**config.mk**
```make
export PLATFORM = sky130hd
export DESIGN_NAME = lsq_top
export DESIGN_NICKNAME = d
export VERILOG_FILES = /design/src/source/lsq_pkg.sv /design/src/source/lsq_if.sv /design/src/source/load_issue.sv /design/src/source/lsq_fifo.sv /design/src/source/lsq_top.sv /design/src/source/store_issue.sv /design/src/source/store_queue.sv
export SDC_FILE = /design/constraint.sdc
export NUM_CORES = 1
export LEC_CHECK = 0
export CORE_UTILIZATION = 28
export CTS_BUF_LIST = sky130_fd_sc_hd__clkbuf_2 sky130_fd_sc_hd__clkbuf_4 sky130_fd_sc_hd__clkbuf_8
export CTS_CLUSTER_DIAMETER = 30
export DETAILED_ROUTE_END_ITERATION = 10
export DONT_BUFFER_PORTS = 1
export SETUP_SLACK_MARGIN = 0.15
export SYNTH_ARGS = -nofsm -noshare
export SYNTH_HDL_FRONTEND = slang
export SYNTH_SLANG_ARGS = --single-unit
```
**constraint.sdc**
```tcl
create_clock -name clk -period 3.25 [get_ports clk]
set_input_delay 0.65 -clock clk [delete_from_list [all_inputs] [get_ports clk]]
set_output_delay 0.65 -clock clk [all_outputs]
set_load 0.02 [all_outputs]
```
**src/source/lsq_pkg.sv**
```systemverilog
// Shared widths, depths and entry layouts for the load/store queue
// SQ_DEPTH must be a power of two and SQ_IDX_W must equal its log2
package lsq_pkg;

    //////////////////////////////////////////////////////////////
    // Widths and depths
    //////////////////////////////////////////////////////////////
    localparam int ADDR_W   = 32;
    localparam int PAGE_W   = 20;
    localparam int OFFSET_W = 12;
    localparam int DATA_W   = 32;
    localparam int ID_W     = 4;
    localparam int LQ_DEPTH = 16;
    localparam int SQ_DEPTH = 4;
    localparam int SQ_IDX_W = 2;
    localparam int HASH_W   = 3;

    //////////////////////////////////////////////////////////////
    // Entry types
    //////////////////////////////////////////////////////////////
    // Queued load, sq_idx is the store slot that follows the load
    typedef struct packed {
        logic [OFFSET_W-1:0] offset;
        logic [2:0]          fn3;
        logic [ID_W-1:0]     id;
        logic                collision;
        logic [SQ_IDX_W-1:0] sq_idx;
    } lq_entry_t;

    // Queued store with its data
    typedef struct packed {
        logic [OFFSET_W-1:0]   offset;
        logic [3:0]            be;
        logic [2*DATA_W-1:0]   data;
        logic                  dbl;
    } sq_entry_t;

    // Translated page, one per access
    typedef struct packed {
        logic [PAGE_W-1:0] page;
        logic              discard;
    } addr_entry_t;

    // Bit 2 is left out so both words of a double share one hash
    function automatic logic [HASH_W-1:0] offset_hash(input logic [OFFSET_W-1:0] offset);
        return offset[11:9] ^ offset[8:6] ^ offset[5:3];
    endfunction

endpackage

```
**src/source/lsq_if.sv**
```systemverilog
// Address beat bus and store queue head bus
// Beats arrive in program order per kind and never ahead of their request
`timescale 1ns/1ps

// Translated address beat, driven straight from the top level ports
interface addr_beat_if import lsq_pkg::*; ();
    logic              push;
    // High for a load address, low for a store address
    logic              rnw;
    logic [PAGE_W-1:0] page;
    logic              discard;

    // Issue paths only look at it for the same-cycle bypass
    modport issue (input push, rnw, page, discard);
endinterface

// Oldest store queue entry and its release
interface sq_head_if import lsq_pkg::*; ();
    logic                valid;
    // Retire pointer has moved past the head
    logic                retired;
    sq_entry_t           entry;
    logic [SQ_IDX_W-1:0] oldest;
    logic                pop;

    modport queue (output valid, retired, entry, oldest, input pop);
    modport issue (input valid, retired, entry, output pop);
    // Load side only tracks where the oldest store sits
    modport watch (input valid, oldest);
endinterface

```
**src/source/load_issue.sv**
```systemverilog
// Load issue path, purely combinational
// Blocking is by store queue index, so a load never waits on newer stores once clear
`timescale 1ns/1ps

module load_issue import lsq_pkg::*; (
    input  logic              lq_valid,
    input  lq_entry_t         lq_head,
    input  logic              la_valid,
    input  addr_entry_t       la_head,
    addr_beat_if.issue        beat,
    sq_head_if.watch          sq,
    input  logic              load_pop,
    output logic              lq_pop,
    output logic              load_valid,
    output logic [ADDR_W-1:0] load_addr,
    output logic [2:0]        load_fn3,
    output logic [ID_W-1:0]   load_id
);
    addr_entry_t addr_sel;
    logic        addr_ok;
    logic        blocked;
    logic        discard;

    // Queued address first, otherwise the beat arriving now
    always_comb begin
        if (la_valid) begin
            addr_sel = la_head;
        end else begin
            addr_sel.page    = beat.page;
            addr_sel.discard = beat.discard;
        end
    end

    assign addr_ok = la_valid || (beat.push && beat.rnw);

    // Held while an older store with the same hash is still queued
    assign blocked = lq_head.collision && sq.valid && (sq.oldest != lq_head.sq_idx);

    // Faulted load leaves without reaching memory
    assign discard = lq_valid && addr_ok && addr_sel.discard;

    assign load_valid = lq_valid && addr_ok && !addr_sel.discard && !blocked;
    assign lq_pop     = load_pop || discard;

    // Physical address is page over untranslated offset
    assign load_addr = {addr_sel.page, lq_head.offset};
    assign load_fn3  = lq_head.fn3;
    assign load_id   = lq_head.id;

endmodule

```
**src/source/lsq_fifo.sv**
```systemverilog
// Synchronous FIFO, DEPTH must be a power of two
// Pop on empty together with push lets the pushed word flow through
`timescale 1ns/1ps

module lsq_fifo #(
    parameter type payload_t = logic [7:0],
    parameter int  DEPTH     = 4
) (
    input  logic     clk,
    input  logic     rst,
    input  logic     push,
    input  payload_t data_in,
    input  logic     pop,
    output logic     valid,
    output payload_t data_out,
    output logic     full
);
    localparam int PTR_W = $clog2(DEPTH);
    localparam int CNT_W = $clog2(DEPTH + 1);

    payload_t          mem [DEPTH];
    logic [PTR_W-1:0]  rd_ptr;
    logic [PTR_W-1:0]  wr_ptr;
    logic [CNT_W-1:0]  count;

    // Pointers and occupancy
    always_ff @(posedge clk) begin
        if (rst) begin
            rd_ptr <= '0;
            wr_ptr <= '0;
            count  <= '0;
        end else begin
            if (push)
                wr_ptr <= wr_ptr + 1'b1;
            if (pop)
                rd_ptr <= rd_ptr + 1'b1;
            // Push and pop together leave the count alone
            count <= count + CNT_W'(push) - CNT_W'(pop);
        end
    end

    // Storage
    always_ff @(posedge clk) begin
        if (push)
            mem[wr_ptr] <= data_in;
    end

    assign valid    = (count != '0);
    assign full     = (count == CNT_W'(DEPTH));
    assign data_out = mem[rd_ptr];

    // Source side must respect full
    a_no_push_full: assert property (@(posedge clk) disable iff (rst) push |-> !full)
        else $error("push while full");
    // Pop needs a stored word or one arriving this cycle
    a_no_pop_empty: assert property (@(posedge clk) disable iff (rst) pop |-> (valid || push))
        else $error("pop while empty");

endmodule

```
**src/source/lsq_top.sv**
```systemverilog
// In-order load/store queue, requests first and pages later in program order
// Requester must not push while full; memory pops only while the matching valid is high
`timescale 1ns/1ps

module lsq_top import lsq_pkg::*; (
    input  logic                clk,
    input  logic                rst,
    // Requests
    input  logic                req_push,
    input  logic                req_load,
    input  logic [OFFSET_W-1:0] req_offset,
    input  logic [2:0]          req_fn3,
    input  logic [ID_W-1:0]     req_id,
    input  logic [2*DATA_W-1:0] req_data,
    input  logic [3:0]          req_be,
    input  logic                req_double,
    // Translated addresses
    input  logic                addr_push,
    input  logic                addr_rnw,
    input  logic [PAGE_W-1:0]   addr_page,
    input  logic                addr_discard,
    input  logic                store_retire,
    // Memory side
    input  logic                load_pop,
    input  logic                store_pop,
    output logic                full,
    output logic                load_valid,
    output logic [ADDR_W-1:0]   load_addr,
    output logic [2:0]          load_fn3,
    output logic [ID_W-1:0]     load_id,
    output logic                store_valid,
    output logic [ADDR_W-1:0]   store_addr,
    output logic [DATA_W-1:0]   store_data,
    output logic [3:0]          store_be,
    output logic                sq_empty,
    output logic                empty
);
    addr_beat_if beat ();
    sq_head_if   sq_head ();

    logic [HASH_W-1:0]   req_hash;
    logic                conflict;
    logic [SQ_IDX_W-1:0] sq_tail;
    logic                sq_full;
    logic                lq_full;
    lq_entry_t           lq_in;
    sq_entry_t           sq_in;
    addr_entry_t         beat_entry;
    logic                lq_valid;
    lq_entry_t           lq_head;
    logic                la_valid;
    addr_entry_t         la_head;
    logic                sa_valid;
    addr_entry_t         sa_head;
    logic                lq_pop;
    logic                sa_pop;

    ////////////////////////////////////////////////////////////
    // Enqueue
    ////////////////////////////////////////////////////////////
    assign beat.push    = addr_push;
    assign beat.rnw     = addr_rnw;
    assign beat.page    = addr_page;
    assign beat.discard = addr_discard;

    assign req_hash = offset_hash(req_offset);

    // Load remembers the collision and the slot the next store takes
    assign lq_in.offset    = req_offset;
    assign lq_in.fn3       = req_fn3;
    assign lq_in.id        = req_id;
    assign lq_in.collision = conflict;
    assign lq_in.sq_idx    = sq_tail;

    assign sq_in.offset = req_offset;
    assign sq_in.be     = req_be;
    assign sq_in.data   = req_data;
    assign sq_in.dbl    = req_double;

    assign beat_entry.page    = beat.page;
    assign beat_entry.discard = beat.discard;

    // Loads: entry and page FIFOs pop together
    lsq_fifo #(.payload_t(lq_entry_t), .DEPTH(LQ_DEPTH)) u_lq (
        .clk(clk), .rst(rst),
        .push(req_push && req_load), .data_in(lq_in), .pop(lq_pop),
        .valid(lq_valid), .data_out(lq_head), .full(lq_full)
    );

    // Page FIFOs cannot fill, beats never lead their requests
    lsq_fifo #(.payload_t(addr_entry_t), .DEPTH(LQ_DEPTH)) u_la (
        .clk(clk), .rst(rst),
        .push(beat.push && beat.rnw), .data_in(beat_entry), .pop(lq_pop),
        .valid(la_valid), .data_out(la_head), .full()
    );

    lsq_fifo #(.payload_t(addr_entry_t), .DEPTH(SQ_DEPTH)) u_sa (
        .clk(clk), .rst(rst),
        .push(beat.push && !beat.rnw), .data_in(beat_entry), .pop(sa_pop),
        .valid(sa_valid), .data_out(sa_head), .full()
    );

    store_queue u_sq (
        .clk(clk), .rst(rst),
        .push(req_push && !req_load), .entry(sq_in), .retire(store_retire),
        .load_hash(req_hash), .conflict(conflict), .tail(sq_tail),
        .full(sq_full), .empty(sq_empty), .head(sq_head.queue)
    );

    ////////////////////////////////////////////////////////////
    // Issue
    ////////////////////////////////////////////////////////////
    load_issue u_load_issue (
        .lq_valid(lq_valid), .lq_head(lq_head), .la_valid(la_valid), .la_head(la_head),
        .beat(beat.issue), .sq(sq_head.watch), .load_pop(load_pop), .lq_pop(lq_pop),
        .load_valid(load_valid), .load_addr(load_addr), .load_fn3(load_fn3),
        .load_id(load_id)
    );

    store_issue u_store_issue (
        .clk(clk), .rst(rst), .sq(sq_head.issue), .sa_valid(sa_valid), .sa_head(sa_head),
        .beat(beat.issue), .store_pop(store_pop), .sa_pop(sa_pop),
        .store_valid(store_valid), .store_addr(store_addr), .store_data(store_data),
        .store_be(store_be)
    );

    // Either queue full stops all requests
    assign full  = sq_full || lq_full;
    assign empty = !lq_valid && sq_empty;

endmodule

```
**src/source/store_issue.sv**
```systemverilog
// Store issue path for retired stores only
// A double leaves as two 32-bit beats, low word first
`timescale 1ns/1ps

module store_issue import lsq_pkg::*; (
    input  logic              clk,
    input  logic              rst,
    sq_head_if.issue          sq,
    input  logic              sa_valid,
    input  addr_entry_t       sa_head,
    addr_beat_if.issue        beat,
    input  logic              store_pop,
    output logic              sa_pop,
    output logic              store_valid,
    output logic [ADDR_W-1:0] store_addr,
    output logic [DATA_W-1:0] store_data,
    output logic [3:0]        store_be
);
    addr_entry_t addr_sel;
    logic        addr_ok;
    logic        ready;
    logic        discard;
    logic        head_pop;
    // Set while the high word of a double is on the output
    logic        high_beat;
    logic        addr_bit2;

    // Queued address, else same-cycle bypass
    always_comb begin
        if (sa_valid) begin
            addr_sel = sa_head;
        end else begin
            addr_sel.page    = beat.page;
            addr_sel.discard = beat.discard;
        end
    end

    assign addr_ok = sa_valid || (beat.push && !beat.rnw);
    assign ready   = sq.valid && sq.retired && addr_ok;
    assign discard = ready && addr_sel.discard;

    assign store_valid = ready && !addr_sel.discard;

    ////////////////////////////////////////////////////////////
    // Double-word split
    ////////////////////////////////////////////////////////////
    always_ff @(posedge clk) begin
        if (rst)
            high_beat <= 1'b0;
        else if (store_pop)
            high_beat <= sq.entry.dbl && !high_beat;
    end

    // Head leaves after its last beat
    assign head_pop = store_pop && (!sq.entry.dbl || high_beat);
    assign sq.pop   = head_pop || discard;
    assign sa_pop   = head_pop || discard;

    assign addr_bit2 = sq.entry.dbl ? high_beat : sq.entry.offset[2];

    assign store_addr = {addr_sel.page, sq.entry.offset[11:3], addr_bit2, sq.entry.offset[1:0]};

    // Singles carry their word in the low half
    always_comb begin
        if (sq.entry.dbl && high_beat)
            store_data = sq.entry.data[2*DATA_W-1:DATA_W];
        else
            store_data = sq.entry.data[DATA_W-1:0];
    end

    assign store_be = sq.entry.dbl ? 4'hf : sq.entry.be;

    // Memory side may only take a beat that is on offer
    a_pop_valid: assert property (@(posedge clk) disable iff (rst) store_pop |-> store_valid)
        else $error("store_pop without store_valid");

endmodule

```
**src/source/store_queue.sv**
```systemverilog
// Store entries held until retired and then popped by the issue path
// Pointers carry one wrap bit, so SQ_DEPTH must be a power of two
`timescale 1ns/1ps

module store_queue import lsq_pkg::*; (
    input  logic                clk,
    input  logic                rst,
    input  logic                push,
    input  sq_entry_t           entry,
    input  logic                retire,
    input  logic [HASH_W-1:0]   load_hash,
    output logic                conflict,
    output logic [SQ_IDX_W-1:0] tail,
    output logic                full,
    output logic                empty,
    sq_head_if.queue            head
);
    sq_entry_t           entries [SQ_DEPTH];
    logic [HASH_W-1:0]   hashes  [SQ_DEPTH];
    logic [SQ_DEPTH-1:0] valid_q;

    // Extra top bit tells full from empty
    logic [SQ_IDX_W:0] head_ptr;
    logic [SQ_IDX_W:0] tail_ptr;
    logic [SQ_IDX_W:0] ret_ptr;

    logic [SQ_IDX_W-1:0] head_idx;
    logic [SQ_IDX_W-1:0] tail_idx;

    assign head_idx = head_ptr[SQ_IDX_W-1:0];
    assign tail_idx = tail_ptr[SQ_IDX_W-1:0];

    ////////////////////////////////////////////////////////////
    // Pointers and valid bits
    ////////////////////////////////////////////////////////////
    always_ff @(posedge clk) begin
        if (rst) begin
            head_ptr <= '0;
            tail_ptr <= '0;
            ret_ptr  <= '0;
            valid_q  <= '0;
        end else begin
            if (push) begin
                tail_ptr          <= tail_ptr + 1'b1;
                valid_q[tail_idx] <= 1'b1;
            end
            // Retire walks behind the tail, pop walks behind retire
            if (retire)
                ret_ptr <= ret_ptr + 1'b1;
            if (head.pop) begin
                head_ptr          <= head_ptr + 1'b1;
                valid_q[head_idx] <= 1'b0;
            end
        end
    end

    // Payload and hash, written at the tail
    always_ff @(posedge clk) begin
        if (push) begin
            entries[tail_idx] <= entry;
            hashes[tail_idx]  <= offset_hash(entry.offset);
        end
    end

    ////////////////////////////////////////////////////////////
    // Load collision check
    ////////////////////////////////////////////////////////////
    // Any live store with the same hash, retired or not
    always_comb begin
        conflict = 1'b0;
        for (int i = 0; i < SQ_DEPTH; i++) begin
            if (valid_q[i] && (hashes[i] == load_hash))
                conflict = 1'b1;
        end
    end

    assign tail  = tail_idx;
    assign empty = (tail_ptr == head_ptr);
    assign full  = (tail_ptr[SQ_IDX_W] != head_ptr[SQ_IDX_W]) && (tail_idx == head_idx);

    // Head view
    assign head.valid   = !empty;
    assign head.retired = (ret_ptr != head_ptr);
    assign head.entry   = entries[head_idx];
    assign head.oldest  = head_idx;

    // Each retire pulse has to cover a store that is already queued
    a_retire_known: assert property (@(posedge clk) disable iff (rst)
        retire |-> (ret_ptr != tail_ptr))
        else $error("retire with no unretired store");

endmodule

```
# After elaboration in Yosys (flattened, before gate mapping)
# Memory sizes are Yosys's and may differ from the RTL's. A register that Yosys moved wholly into a read port is not among the register bits.
# Cells that the tools add are included.
[op_classes] muxes=32 magnitude_cmp=4 n_bitwise=5 eq_ne=10 n_addsub=15 reduce_logical=43
[op_table] cell="21-bit 2-to-1 mux" n=2
[op_table] cell="32-bit 2-to-1 mux" n=1
[op_table] cell="4-bit 2-to-1 mux" n=8
[op_table] cell="1-bit logical AND" n=25
[op_table] cell="4-bit by 1-bit adder with 4-bit output, second input constant" n=4
[op_table] cell="3-bit equality test" n=5
[op_table] cell="1-bit 2-to-1 mux" n=15
[op_table] cell="5-bit by 1-bit adder with 5-bit output" n=2
[op_table] cell="5-bit nonzero test" n=2
[op_table] cell="5-bit by 1-bit subtractor with 5-bit output" n=2
[op_table] cell="3-bit by 1-bit adder with 3-bit output, second input constant" n=3
[op_table] cell="1-bit logical NOT" n=9
[op_table] cell="2-bit 2-to-1 mux" n=4
[op_table] cell="1-bit logical OR" n=6
[op_table] cell="2-bit by 3-bit < comparator with 1-bit output, second input constant" n=2
[op_table] cell="3-bit XOR" n=2
[op_table] cell="5-bit equality test, second input constant" n=1
[op_table] cell="2-bit by 1-bit adder with 2-bit output, second input constant" n=2
[op_table] cell="4-bit AND" n=1
[op_table] cell="1-bit demux with 2-bit select" n=2
[op_table] cell="2-bit by 1-bit >= comparator with 1-bit output, second input constant" n=2
[op_table] cell="4-bit NOT" n=1
[op_table] cell="4-bit bitwise OR" n=1
[op_table] cell="3-bit by 1-bit adder with 3-bit output" n=1
[op_table] cell="6 further kinds" n=6
[totals] ramBits=1108 elab_cells=128 memories=5 regBits=47
[mem_list] name="u_lq.mem" depth=16 word_bits=22 read_ports=1 rd_ports_with_merged_regs=1 wr=1 line_no="lsq_fifo.sv:21" text="payload_t mem [DEPTH];"
[mem_list] name="u_la.mem" depth=16 word_bits=21 read_ports=1 rd_ports_with_merged_regs=1 wr=1 line_no="lsq_fifo.sv:21"
[mem_list] name="u_sq.entries" depth=4 word_bits=81 read_ports=1 rd_ports_with_merged_regs=1 wr=1 line_no="store_queue.sv:18" text="sq_entry_t entries [SQ_DEPTH];"
[mem_list] name="u_sa.mem" depth=4 word_bits=21 read_ports=1 rd_ports_with_merged_regs=1 wr=1 line_no="lsq_fifo.sv:21"
[mem_list] name="u_sq.hashes" depth=4 word_bits=3 read_ports=4 rd_ports_with_merged_regs=0 wr=1 line_no="store_queue.sv:19" text="logic [HASH_W-1:0] hashes [SQ_DEPTH];"

# Longest topological paths before layout
# Gate-level depths: netlist (run 1).
[logic_depth] ltp_word=9 mapped_depth=19

# Modules after synthesis
# From an unflattened synthesis (run 1), not the netlist that was laid out.
[unflattened] cells_unflattened=2090 hier_area_um2=45919.0
[modules_own_cells] module="lsq_fifo (u_lq)" cells_each=637 area_each_um2=14176.1 n_inst=1
[modules_own_cells] module="lsq_fifo (u_la)" cells_each=612 area_each_um2=13651.8 n_inst=1
[modules_own_cells] module="store_queue" cells_each=539 area_each_um2=13075.0 n_inst=1
[modules_own_cells] module="lsq_fifo (u_sa)" cells_each=151 area_each_um2=3472.1 n_inst=1
[modules_own_cells] module="store_issue" cells_each=92 area_each_um2=982.2 n_inst=1
[modules_own_cells] module="load_issue" cells_each=50 area_each_um2=452.9 n_inst=1
[modules_own_cells] module="lsq_top" cells_each=9 area_each_um2=108.9 n_inst=1

# Least setup slack after synthesis (run 1)
# Ideal clock, no wire load.
[synth_timing] path_kind="reg-to-reg" start="register u_la.count[3]" end="register u_la.count[4]" required_ns=3.180 t_arrival_ns=3.398 stages_incl_launch_ff=18 path_slack_ns=-0.219 path_buffers=2 path_cell_list="dfxtp_1 -> inv_1 -> ha_1 -> or4b_1 -> clkbuf_1 -> o21ai_0 -> inv_1 -> a31oi_1 -> buf_2 -> inv_1 -> ha_1 -> inv_1 -> ha_1 -> fa_1 -> a21oi_1 -> nor2_1 -> or3_1 -> a21oi_1"
[synth_between] elab_chain_len=6 elab_cells_between_ends=8
[synth_rtl] element="start, declared" line_no="lsq_fifo.sv:24" text="logic [CNT_W-1:0] count;"
[synth_rtl] element="start signal, assigned" line_no="lsq_fifo.sv:38" text="count <= count + CNT_W'(push) - CNT_W'(pop);"
[synth_rtl] element="parallel branches: the longest is 5 deep, another holds 5-bit by 1-bit adder with 5-bit output"
[synth_rtl] element="5-bit by 1-bit subtractor with 5-bit output *" line_no="lsq_fifo.sv:38"
# Mark *: on every way between the ends.
# A chain may end at the register's enable or synchronous reset.

==> out/summary.log, run 1 <==
[run_status] outcome finished, violations left
[run_status] failing checks setup timing
[min_path] worst hold path type input pin to flop
[global_routing] combined global-route utilization of all metal layers 14.0%
[yosys] register bit total from synthesis 1167
[timing] final worst slack -0.594 ns
[setup_path] Setup Crit Path Kind flop to primary output
[setup_path] Critical Path End Type primary output
[finish] Post-layout nets 2674
[finish] post-route non-filler standard cell count 4860
[timing] time the final worst path needs with I/O delays and setup 3.84 ns
[yosys] number of enable flip-flop cells after synthesis 1108
[timing] worst-case headroom to the max-slew limit 42.2%
[placed_design] worst setup slack before clock tree synthesis -0.137 ns
[clocking] CTS root buffer clkbuf_8
[finish] Fill cells 14400
[setup_path] worst-path fanout max 5
[floorplan] Die Span Y 403 um
[power_and_ir_drop] Final Total Pwr 47.1 mW
[floorplan] Die Span X 403 um
[clocking] Clock Path Buffers 4
[floorplan] Initial Utilization 28.3%
[floorplan] area enclosed by the die boundary 163000 um2
[route] number of design-rule violations left by the first detailed-router iteration 1878
[clocking] H-tree depth 5
[global_routing] global-route congestion overflow total 0
[power_and_ir_drop] pwr/cell area 812 nW/um2
[setup_path] reg2reg path depth 15
[yosys] Synth area leaders edfxtp_1 (74%), mux4_2 (15%), dfxtp_1 (2.6%), mux2_2 (1.3%), mux4_1 (1.1%)
[placed_design] RD Place Congestion 0.754
[clocking] TritonCTS buffer count 274
[timing] final-report setup violation count 74
[flow_run] Max Cap Viol 0
[timing] final cycle utilization of the critical path 118%
[route] number of vias per cell after detailed routing 4.62
[setup_path] endpoint of the worst register-to-register path u_la.count[4]$_SDFF_PP0_
[finish] sequential cell area in the final layout 34500 um2
[route] 1st-pass router iterations 5
[timing] Worst Hold Margin 0.125 ns
[clocking] number of sinks on the clock net 1167
[timing] final hold viol count 0
[route] number of vias after detailed routing 22400
[timing] Final Skew 0.0951 ns
[setup_path] worst-case register-to-register setup slack -0.07 ns
[power_and_ir_drop] worst IR drop on VDD 461 uV
[timing] Final Slew Violations 0
[power_and_ir_drop] leakage 18.9 nW
[timing] setup repair after global routing missed its margin yes
[setup_path] arrival time of the worst setup path 3.19 ns
[yosys] cell type with the largest total area after synthesis edfxtp_1
[yosys] fraction of synthesized cell area taken by the top area cell type 73.8%
[clocking] clock-pin slew reported for the worst setup and hold paths after clock tree synthesis 0.05 ns
[yosys] primary flip-flop cell chosen by synthesis mapping edfxtp_1
[finish] Area growth syn-to-layout 28.8%
[route] post-detailed-route wirelength per cell 23.7 um
[placed_design] count of buffers from port buffering 0
[placed_design] DP HPWL 59300 um
[clocking] clock tree from TritonCTS done
[setup_path] CP Launch Type flop
[floorplan] Rows 146
[finish] cell area after layout 58000 um2
[floorplan] number of ports placed on the die boundary 230
[yosys] Cell variety after synth 45
[route] total routed wirelength 115000 um
[placed_design] Inst Count DP 4174
[setup_path] Crit. Startpoint u_sq.entries[3][0]$_DFFE_PP_
[floorplan] Core ar. 159000 um2
[timing] Achievable Freq 0.260 GHz
[yosys] netlist area before placement 45100 um2
[route] Residual DRC 0
[placed_design] total placed instance area 48400 um2
[finish] multi-input logic area 10700 um2
[yosys] fraction of the yosys area taken by sequential cells 76.5%
[clocking] latest clock arrival within the worst-skew pair 1.00 ns
[finish] share of cells above drive strength 1 41.7%
[yosys] number of cells produced by synthesis 2024
[yosys] Net Count, Synth 2182
[min_path] worst-case hold path end point u_sa.wr_ptr[0]$_SDFFE_PP0P_
[yosys] synthesis warning total 0
[yosys] Async S/R FF share, synth 0%
[min_path] hold path startpoint addr_rnw
[timing] Worst-Margin Slew 0.864 ns
[route] post-route ant nets 0
[min_path] Hold Path Cell Cnt 4
[global_routing] first-pass GRT wire length 165000 um
[global_routing] antenna violations before repair 12
[setup_path] critical path required time 2.60 ns
[global_routing] largest net degree at the start of global routing 57
[global_routing] number of global-route vias before repair 24300
[yosys] Mapped Avg Cell Area 22.3 um2
[routing by layer]
metal | track usage, % | part of all wire, %
met1 | 16.9 | 39
met2 | 23.5 | 50
met3 | 4.09 | 7.6
met4 | 5.66 | 3.0
met5 | 0 | 0.036
[critical path, cell delays in order (launching register included)]
cell      delay [ns]
edfxtp_1        0.35
mux4_2          0.56
nand2_8         0.15
buf_12          0.15
buf_16          0.14
mux4_2          0.51
mux2_4          0.33
[worst max-delay path by stage]
stage	endpoint
after floorplan	u_la.count[4]$_SDFF_PP0_
after detailed placement	u_la.count[4]$_SDFF_PP0_
after global routing	store_data[5]
final	store_data[9]
after global placement	u_la.count[4]$_SDFF_PP0_
after CTS	store_data[24]
[placed cells by master (no fill, tap or decap), drive strengths merged, types with 6 or more instances in the layout]
master / synthesis / layout
or3: 7 / 7
xnor2: 19 / 19
ha: 37 / 37
buf: 39 / 186
mux2i: 14 / 14
clkbuf: 58 / 331
nor3: 9 / 9
nor2b: 8 / 8
nor2: 69 / 69
xor2: 30 / 30
mux2: 54 / 54
nand2: 85 / 85
mux4: 312 / 312
dlygate4sd3: 0 / 113
diode: 0 / 6
inv: 38 / 41
nand4: 7 / 7
clkinvlp: 0 / 20
clkinv: 0 / 92
a21oi: 17 / 17
o21ai: 8 / 8
and2: 10 / 10
bufinv: 0 / 31
edfxtp: 1108 / 1108
dfxtp: 59 / 59
[state kept, by name (all words and copies together), names as in the netlist, named ones only]
signal	count
u_sq.valid_q	4
u_sq.ret_ptr	3
u_lq.rd_ptr	4
u_sq.tail_ptr	3
u_sa.wr_ptr	2
u_la.mem	336
u_la.count	5
u_sa.mem	84
u_la.rd_ptr	4
u_sa.count	3
u_la.wr_ptr	4
u_sq.entries	324
u_sa.rd_ptr	2
u_sq.head_ptr	3
u_lq.count	5
u_store_issue.high_beat	1
u_lq.mem	352
u_sq.hashes	12
u_lq.wr_ptr	4
[Yosys cell counts (3+ instances only)]
cell,count
and2_1,10
nand4_1,7
inv_1,38
mux4_1,19
buf_1,8
mux4_2,293
nor3_1,9
or2_2,4
edfxtp_1,1108
nand3_1,5
buf_12,3
mux2i_1,14
o21ai_0,7
xor2_1,30
buf_6,4
mux2_2,54
buf_2,23
or3_1,7
a211oi_1,5
nand2_1,84
fa_1,3
xnor2_1,19
dfxtp_1,59
clkbuf_1,57
nor2_1,69
nand2b_1,4
a21oi_1,17
ha_1,37
nor2b_1,8
[where the power goes]
| group | internal [mW] | total, mW | switching (mW) |
|---|---|---|---|
| combinational | 6.12 | 12.2 | 6.12 |
| sequential | 16.9 | 17.1 | 0.263 |
| clock | 11.0 | 17.7 | 6.74 |
[logic make-up (layout without fill, tap and decap cells)]
family	count (synthesis)	in the layout	share of synthesized area, %
fa+ha+maj	40	40	1.16
xor+xnor	49	49	0.952
other cells	0	6	0
mux	380	380	17.4
flops	1167	1167	76.5
buf+inv	135	819	1.38
compound gates	39	39	0.522
simple gates	214	214	2.12
[area by class of cell]
type | count | area share, %
tap | 2146 | 4.63
sequential | 1167 | 59.4
clock inverter | 146 | 2.71
inverter | 38 | 0.252
timing repair buffer | 313 | 7.34
clock buffer | 322 | 7.18
antenna | 6 | 0.0259
multi-input combinational | 722 | 18.4
[metrics by stage]
step                      utilization (%)  setup TNS [ns]
after global placement               30.4         -0.0617
final                                36.5          -33.21
after global routing                 36.5          -43.66
after detailed placement             30.4          -0.139
after floorplan                         -         -0.0202
after CTS                            36.2          -41.63
[repair_timing]
action	4_1_cts	5_1_grt
hold buffers	114	0
hold endpoints to repair	1107	0
setup buffers	38	15
resized for setup	273	17
setup endpoints to repair	114	108
pin swaps	40	15
gates cloned	36	9
(Power assumes the default switching activity.)
==> run 2, diff against run 1 <==
CORE_UTILIZATION = 59   (was 28)
PLACE_DENSITY = 0.78   (was not set)
==> out/summary.log, run 2 (synthesis gave the netlist of run 1 again) <==
[timing] final-report setup violation count 74
[timing] Achievable Freq 0.276 GHz
[global_routing] number of global-route vias before repair 24200
[clocking] CTS root buffer clkbuf_8
[global_routing] antenna violations before repair 5
[placed_design] count of buffers from port buffering 0
[timing] final cycle utilization of the critical path 112%
[floorplan] Die Span X 278 um
[setup_path] Critical Path End Type primary output
[global_routing] largest net degree at the start of global routing 87
[finish] Area growth syn-to-layout 20.7%
[timing] Final Skew 0.0463 ns
[finish] Post-layout nets 2576
[floorplan] Initial Utilization 60.1%
[setup_path] buffer and inverter count on the worst path 2
[route] number of vias after detailed routing 23000
[setup_path] critical path required time 2.60 ns
[power_and_ir_drop] Final Total Pwr 42.7 mW
[clocking] clock tree from TritonCTS done
[route] post-route ant nets 0
[run_status] failing checks setup timing
[finish] Most flops, register u_lq.mem
[clocking] clock-pin slew reported for the worst setup and hold paths after clock tree synthesis 0.06 ns
[setup_path] Setup Crit Path Kind flop to primary output
[min_path] hold path startpoint store_retire
[finish] share of the core filled with cells 72.6%
[finish] largest registers u_lq.mem x352, u_la.mem x336, u_sq.entries x324
[route] number of design-rule violations left by the first detailed-router iteration 2805
[global_routing] global-route congestion overflow total 0
[timing] Final Slew Violations 0
[power_and_ir_drop] combinational cell fraction of total power 27.1%
[placed_design] RD Place Congestion 0.770
[power_and_ir_drop] switching fraction of total power 28.5%
[finish] top library cells by usage in the layout, fill and taps aside edfxtp_1 (1108), mux4_2 (307), clkbuf_8 (195)
[timing] worst-case headroom to the max-slew limit 38.7%
[floorplan] Die Span Y 278 um
[global_routing] first-pass GRT wire length 158000 um
[placed_design] Inst Count DP 2996
[setup_path] category of cells accounting for the largest share of critical-path delay multiplexers
[setup_path] worst-path cell with the longest stage delay mux4_2
[setup_path] cells traversed along the worst timing path mux4_2 -> nand2_8 -> buf_4 -> buf_12 -> mux4_2 -> mux2_4
[floorplan] Core ar. 74900 um2
[power_and_ir_drop] pwr/cell area 784 nW/um2
[clocking] latest clock arrival within the worst-skew pair 0.84 ns
[power_and_ir_drop] internal portion of total power 30.5 mW
[route] 1st-pass router iterations 10
[finish] number of flip-flops under the largest register name 352
[placed_design] DP HPWL 52900 um
[finish] leading cell type in the layout, fill and taps excluded edfxtp_1
[power_and_ir_drop] leakage 17.8 nW
[run_status] outcome finished, violations left
[floorplan] number of ports placed on the die boundary 230
[finish] share of cells above drive strength 1 38.3%
[clocking] Clock Path Buffers 3
[route] Residual DRC 0
[setup_path] stage delay of the slowest cell on the critical path 0.57 ns
[floorplan] area enclosed by the die boundary 77500 um2
[setup_path] CP Launch Type flop
[timing] setup repair after global routing missed its margin yes
[power_and_ir_drop] share of power burned in registers 40.1%
[timing] final hold viol count 0
[route] post-detailed-route wirelength per cell 31.4 um
[finish] post-route non-filler standard cell count 3546
[route] total routed wirelength 111000 um
[timing] Worst-Margin Slew 0.916 ns
[clocking] H-tree depth 4
[setup_path] arrival time of the worst setup path 2.98 ns
[flow_run] Max Cap Viol 0
[power_and_ir_drop] fraction of power consumed by the clock network 32.8%
[floorplan] Rows 100
[setup_path] worst-path fanout max 8
[route] number of vias per cell after detailed routing 6.49
[min_path] worst hold path type input pin to flop
[clocking] number of sinks on the clock net 1167
[global_routing] combined global-route utilization of all metal layers 28.6%
[clocking] TritonCTS buffer count 194
[power_and_ir_drop] net switching power of the design 12.2 mW
[power_and_ir_drop] worst IR drop on VDD 666 uV
[timing] final worst slack -0.376 ns
[setup_path] Most common cell on crit path mux4_2
[timing] time the final worst path needs with I/O delays and setup 3.63 ns
[run 2: cell count changes in the layout (fill, tap and decap cells not counted), moves of 8 or more]
cell        change
buf_16          -8
bufinv_16      -11
clkbuf_4       +18
clkbuf_8       -85
clkinv_2       -23
clkinv_4       -10
clkinvlp_4     -14
mux2_2         +25
mux2_4         -25
[run 2: per-layer routing]
metal  GRT usage, %  vias to the layer above  share of wire (%)
met5              0                        -              0.011
met4           13.2                        2                3.8
met3           7.46                      279                 10
met2           47.5                     1584                 52
met1           35.6                    12000                 34
li1               -                     9184                  -
[run 2: worst min-delay path, stage by stage]
cell	delay (ns)
nand2_1	0.05
xor2_1	0.06
nor2_1	0.08
[run 2: path summary, 6_finish.rpt]
path	end	slack, ns	depth (start not counted)
worst max-delay path	store_data[29]	-0.38	6
worst min-delay path	u_sq.ret_ptr[2]$_SDFFE_PP0P_	0.08	3
worst max register to register	u_la.count[4]$_SDFF_PP0_	-0.07	14
worst min register to register	u_lq.rd_ptr[2]$_SDFFE_PP0N_	0.51	2
[run 2: layout make-up]
type	instances	area, um2
Fill cell	3965	20500
Sequential cell	1167	34500
Tap cell	969	1210
Inverter	38	143
Timing Repair Buffer	295	3770
Clock inverter	97	1070
Antenna cell	3	7.51
Multi-Input combinational cell	722	10600
Clock buffer	255	3130
[run 2: per-stage QoR]
stage	setup WS [ns]	area, um2	hold WS [ns]	TNS [ns]
2_1_floorplan	-0.0202	45100	0.459	-0.0202
3_3_place_gp	-0.00329	46900	0.462	-0.00329
3_5_place_dp	-0.145	46900	0.487	-0.145
4_1_cts	-0.442	54000	0.0225	-21.76
5_1_grt	-0.484	54400	0.0735	-26.25
6_report	-0.376	54400	0.0831	-19.46
[run 2: repair_timing]
item                                    in CTS  in global routing
buffers inserted                            37                 15
hold buffers                               112                  0
cloned                                      26                  5
resized for setup                          203                 44
pin swaps                                   42                 13
hold endpoints to repair                  1107                  0
endpoints found under the setup margin     111                 94
[run 2: power by group through the flow]
| stage | sequential (mW) | clock, mW | combinational [mW] |
|---|---|---|---|
| 4_1_cts | 17.1 | 13.9 | 10.9 |
| 6_report | 17.1 | 14.0 | 11.6 |
| 5_1_grt | 17.1 | 14.8 | 12.0 |
| 2_1_floorplan | 17.2 | 0 | 6.43 |
| 3_5_place_dp | 17.4 | 0 | 8.07 |
| 3_3_place_gp | 17.4 | 0 | 7.90 |
